### src/common/llc_cfg.svh
// llc data storage configuration: way count, array depth and word width
`ifndef LLC_CFG_SVH
`define LLC_CFG_SVH

// ------------------------------------------------------------
// array geometry
// ------------------------------------------------------------

// set associativity, one data macro per way
`define LLC_NUM_WAYS 4

// cache lines held in each way
`define LLC_NUM_LINES 16

// data words per cache line
`define LLC_NUM_BLOCKS 4

// ------------------------------------------------------------
// word format
// ------------------------------------------------------------

// bits per stored data word
`define LLC_DATA_WIDTH 64

// one byte enable per data byte
`define LLC_STRB_WIDTH (`LLC_DATA_WIDTH / 8)

`endif

### src/common/llc_pkg.sv
// llc data storage types: address fields, unit tags and way request/result structs
`include "llc_cfg.svh"

package llc_pkg;

  // ------------------------------------------------------------
  // field widths
  // ------------------------------------------------------------

  // bits to index a line inside one way
  localparam int unsigned line_aw = $clog2(`LLC_NUM_LINES);
  // bits to select a word inside one line
  localparam int unsigned blk_aw  = $clog2(`LLC_NUM_BLOCKS);

  // one-hot way select
  typedef logic [`LLC_NUM_WAYS-1:0]   way_ind_t;
  // line index
  typedef logic [line_aw-1:0]         line_addr_t;
  // word offset inside a line
  typedef logic [blk_aw-1:0]          blk_offset_t;
  // macro address, index in the upper bits
  typedef logic [line_aw+blk_aw-1:0]  sram_addr_t;
  // one stored word
  typedef logic [`LLC_DATA_WIDTH-1:0] data_t;
  // byte enables for one word
  typedef logic [`LLC_STRB_WIDTH-1:0] strb_t;

  // ------------------------------------------------------------
  // cache units issuing data accesses
  // ------------------------------------------------------------

  // only evict and read units get read results back
  typedef enum logic [1:0] {
    EVICT_UNIT  = 2'd0,
    REFILL_UNIT = 2'd1,
    READ_UNIT   = 2'd2,
    WRITE_UNIT  = 2'd3
  } cache_unit_e;

  // request into the ways
  typedef struct packed {
    cache_unit_e cache_unit;
    way_ind_t    way_ind;
    line_addr_t  line_addr;
    blk_offset_t blk_offset;
    logic        we;
    data_t       data;
    strb_t       strb;
  } way_inp_t;

  // read result out of a way, tagged with the requesting unit
  typedef struct packed {
    cache_unit_e cache_unit;
    data_t       data;
  } way_oup_t;

endpackage

### src/data_ways/llc_way_router.sv
// llc way router: steers requests to one way and way results to the evict or read port
`timescale 1ns/1ns
`include "llc_cfg.svh"

module llc_way_router (
  input  logic                                     clk_i,
  input  logic                                     rst_n_i,
  // request from the cache units
  input  llc_pkg::way_inp_t                        inp_i,
  input  logic                                     inp_valid_i,
  output logic                                     inp_ready_o,
  // request side of the ways
  output llc_pkg::way_ind_t                        way_valid_o,
  input  llc_pkg::way_ind_t                        way_ready_i,
  // result side of the ways
  input  llc_pkg::way_oup_t [`LLC_NUM_WAYS-1:0]    way_res_i,
  input  llc_pkg::way_ind_t                        way_res_valid_i,
  output llc_pkg::way_ind_t                        way_res_ready_o,
  // eviction unit result
  output llc_pkg::way_oup_t                        evict_o,
  output logic                                     evict_valid_o,
  input  logic                                     evict_ready_i,
  // hit read unit result
  output llc_pkg::way_oup_t                        read_o,
  output logic                                     read_valid_o,
  input  logic                                     read_ready_i
);

  // pending results per unit
  llc_pkg::way_ind_t evict_req;
  llc_pkg::way_ind_t read_req;
  // winning way per unit, one-hot or zero
  llc_pkg::way_ind_t evict_sel;
  llc_pkg::way_ind_t read_sel;

  // lowest set bit wins
  function automatic llc_pkg::way_ind_t pick_lowest(input llc_pkg::way_ind_t req);
    llc_pkg::way_ind_t sel;
    logic              found;
    sel   = '0;
    found = 1'b0;
    for (int unsigned w = 0; w < `LLC_NUM_WAYS; w++) begin
      if (req[w] && !found) begin
        sel[w] = 1'b1;
        found  = 1'b1;
      end
    end
    return sel;
  endfunction

  // and-or mux over the way results
  function automatic llc_pkg::way_oup_t mux_res(
    input llc_pkg::way_ind_t                     sel,
    input llc_pkg::way_oup_t [`LLC_NUM_WAYS-1:0] res
  );
    llc_pkg::way_oup_t out;
    out = '0;
    for (int unsigned w = 0; w < `LLC_NUM_WAYS; w++) begin
      if (sel[w]) begin
        out = out | res[w];
      end
    end
    return out;
  endfunction

  // ------------------------------------------------------------
  // request side
  // ------------------------------------------------------------

  // valid only towards the selected way
  assign way_valid_o = inp_valid_i ? inp_i.way_ind : '0;
  // ready of the selected way
  assign inp_ready_o = |(way_ready_i & inp_i.way_ind);

  // ------------------------------------------------------------
  // result side
  // ------------------------------------------------------------

  // sort pending results by owning unit
  always_comb begin
    evict_req = '0;
    read_req  = '0;
    for (int unsigned w = 0; w < `LLC_NUM_WAYS; w++) begin
      evict_req[w] = way_res_valid_i[w] &
                     (way_res_i[w].cache_unit == llc_pkg::EVICT_UNIT);
      read_req[w]  = way_res_valid_i[w] &
                     (way_res_i[w].cache_unit == llc_pkg::READ_UNIT);
    end
  end

  // fixed priority, way 0 first
  assign evict_sel = pick_lowest(evict_req);
  assign read_sel  = pick_lowest(read_req);

  assign evict_o       = mux_res(evict_sel, way_res_i);
  assign evict_valid_o = |evict_req;
  assign read_o        = mux_res(read_sel, way_res_i);
  assign read_valid_o  = |read_req;

  // each port's ready goes back only to its winner
  assign way_res_ready_o = (evict_sel & {`LLC_NUM_WAYS{evict_ready_i}}) |
                           (read_sel  & {`LLC_NUM_WAYS{read_ready_i}});

  // a request targets exactly one way
  a_way_onehot: assert property (@(posedge clk_i) disable iff (!rst_n_i)
    inp_valid_i |-> $onehot(inp_i.way_ind))
    else $error("llc_way_router: way select not one-hot");

endmodule

### config.mk
export PLATFORM = sky130hd
export DESIGN_NAME = llc_way_router
export DESIGN_NICKNAME = d
export VERILOG_FILES = /design/src/common/llc_pkg.sv /design/src/data_ways/llc_way_router.sv
export VERILOG_INCLUDE_DIRS = /design/src /design/src/common
export SDC_FILE = /design/constraint.sdc
export NUM_CORES = 1
export LEC_CHECK = 0
export ABC_AREA = 1
export BUFFER_PORTS_ARGS = -buffer_cell sky130_fd_sc_hd__buf_2
export CORE_AREA = 4 4 193 195
export DETAILED_ROUTE_END_ITERATION = 10
export DIE_AREA = 0 0 197 199
export PLACE_DENSITY = 0.43
export SLEW_MARGIN = 20
export SYNTH_ARGS = -nofsm -noshare
export SYNTH_HDL_FRONTEND = slang
export SYNTH_SLANG_ARGS = --single-unit
### constraint.sdc
create_clock -name vclk -period 0.9
set_clock_uncertainty 0.05 [all_clocks]
set_input_delay 0 -clock vclk [all_inputs]
set_output_delay 0 -clock vclk [all_outputs]
set_load 0.005 [all_outputs]
==> out/metrics.yaml <==
critPathLaunch: "way_res_i[130]"
hp-start: "inp_i[81]"
synth_area_um2: 4910
avgSynthCellArea_um2: 4.403
fin_nets: 1912
clkPwrFrac_pct: 0
cellPowerDensity_nw_per_um2: 480.9
ant_nets: 0
finalSetupViolCount: 135
num_vias: 9522
rsz0062_at_grt: "yes"
min_period_ns: 1.273
ys_seq_area_share_pct: 0
max_freq_mhz: 785.6
startpoint_type: "primary input"
p_leak_nw: 5.885
fp-row-count: 69
antenna_cells: 0
worst_hold_path_type: "in2out"
cap_viol_max_count: 0
power_switching_share_pct: 54.76
flops_and_latches: 0
die_x_um: 197
hold_viol_final: 0
grt_pass1_vias: 9091
tns_ns: -42.06
path_class: "in2out"
initial_core_util_pct: 13.87
p_switching_mw: 2.683
pwr-share-comb_pct: 100.0
clkbuf_count: 0
worstPathRequired_ns: 0.85
grt_max_degree: 40
grt_overflow: 0
p_total_mw: 4.899
final_cell_mix: "buf_2, nand2_1, nand3_1, inv_1, nand3_2"
die_y_um: 199
gp_congestion: 0.9337
synth_area_leader_cell: "nand3_1"
cp_max_fo: 9
syn2layout_area_growth_pct: 107.5
yosys-top-cells-area: "nand3_1, nand2_1, inv_1"
seqPwrFrac_pct: 0
gr-usage-all-layers_pct: 16.32
status: "complete, but fails checks"
viasPerCell: 4.740
yosys_warnings: 0
coreArea_um2: 35400
cpPeakStageDelay_ns: 0.18
crit_chain: "buf_8, inv_6, buf_6, nand2_4, nor2_4, buf_12, buf_6, buf_8, nand3_1, nand2_1, nor2_1, nand2_1, buf_2"
drc_errors: 0
die_area_um2: 39200
internal_power_mw: 2.216
vdd_drop_max_mv: 0.3009
grt_pass1_wl_um: 51570
postSynthCellCount: 1115
drv_slew: 0
layout_commonest_cell: "buf_2"
dp_hpwl_um: 26600
failed_checks: "negative setup slack"
setup_ws_ns: -0.3729
path_delay_family: "buffers and inverters"
critPathBufInv: 7
io_buffers: 419
cp_slowest_cell: "buf_12"
antenna_found_initial: 3
io_pins: 505
arrival_ns: 1.22
synth.distinct_cells: 19
regArea_um2: 0
first_pass_iters: 6
synth_top_area_share_pct: 33.33
fin_crit_sh_pct: 141.4
drt_wl_total_um: 40990
wire_per_inst_um: 20.40
dpl_worst_slack_ns: -0.4562
final_layout_size_suffix_gt1_share_pct: 47.74
drt_iter0_drc: 482
worst_setup_path_end_kind: "primary output"
through the flow:
step | hold slack (ns) | utilization (%) | cells | instance area, um2
2_1_floorplan | 0.02205 | - | 1117 | 4917
3_3_place_gp | 0.2258 | 22.44 | 1960 | 7941
3_5_place_dp | 0.2228 | 22.44 | 1960 | 7941
4_1_cts | 0.2233 | 24.36 | 1978 | 8622
5_1_grt | 0.2392 | 28.78 | 2009 | 10190
6_report | 0.2236 | 28.78 | 2009 | 10190
metal layers:
layer	vias to the layer above	track usage [%]	wire length, um
met4	6	5.085	1432
met2	562	28.84	19570
met5	-	0	41
met3	74	2.575	3789
met1	4420	20.37	16150
li1	4460	-	-
tightest hold or removal path, delay by kind of cell:
family,cells,cell delay (ns)
buf+inv,3,0.23
simple gates,1,0.05
final timing paths:
path              to  depth (start not counted)  slack, ns
max      evict_o[26]                         13      -0.37
min   way_valid_o[2]                          4       0.22
kinds of logic (layout without fill, tap and decap cells):
group,Yosys count,in the layout,synth area share [%]
AND/OR/NAND/NOR,868,868,78.54
AO/OA/AOI/OAI,3,3,0.3823
buffers and inverters,243,674,21.00
other,1,3,0.07638
power by group through the flow:
stage | clock network (mW) | registers (mW) | logic [mW]
floorplan | 0 | 0 | 1.47
global placement | 0 | 0 | 3.52
detailed placement | 0 | 0 | 3.54
CTS | 0 | 0 | 4.07
global route | 0 | 0 | 5.27
finish | 0 | 0 | 4.90
layout make-up:
type,instances,area (um2)
fillers,3997,25210
repair buffers,531,4011
inverters,143,554.3
multi-input cells,874,5045
well taps,461,576.8
synth_stat cells (all sizes together):
cell type and instances:
buf 77, clkbuf 23, conb 1, inv 143, nand2 339, nand3 328
nand4 65, nor2 134, nor3 1, nor3b 1, o21ai 1, o22ai 1
o31ai 1
what timing repair did:
| action | 4_1_cts | 5_1_grt |
|---|---|---|
| hold endpoints to repair | 0 | 0 |
| pin swaps | 9 | 49 |
| setup endpoints to repair | 135 | 135 |
| setup buffers | 10 | 10 |
| cloned | 8 | 24 |
| hold buffers | 0 | 0 |
| gates resized for setup | 71 | 225 |
(Power assumes the default switching activity.)
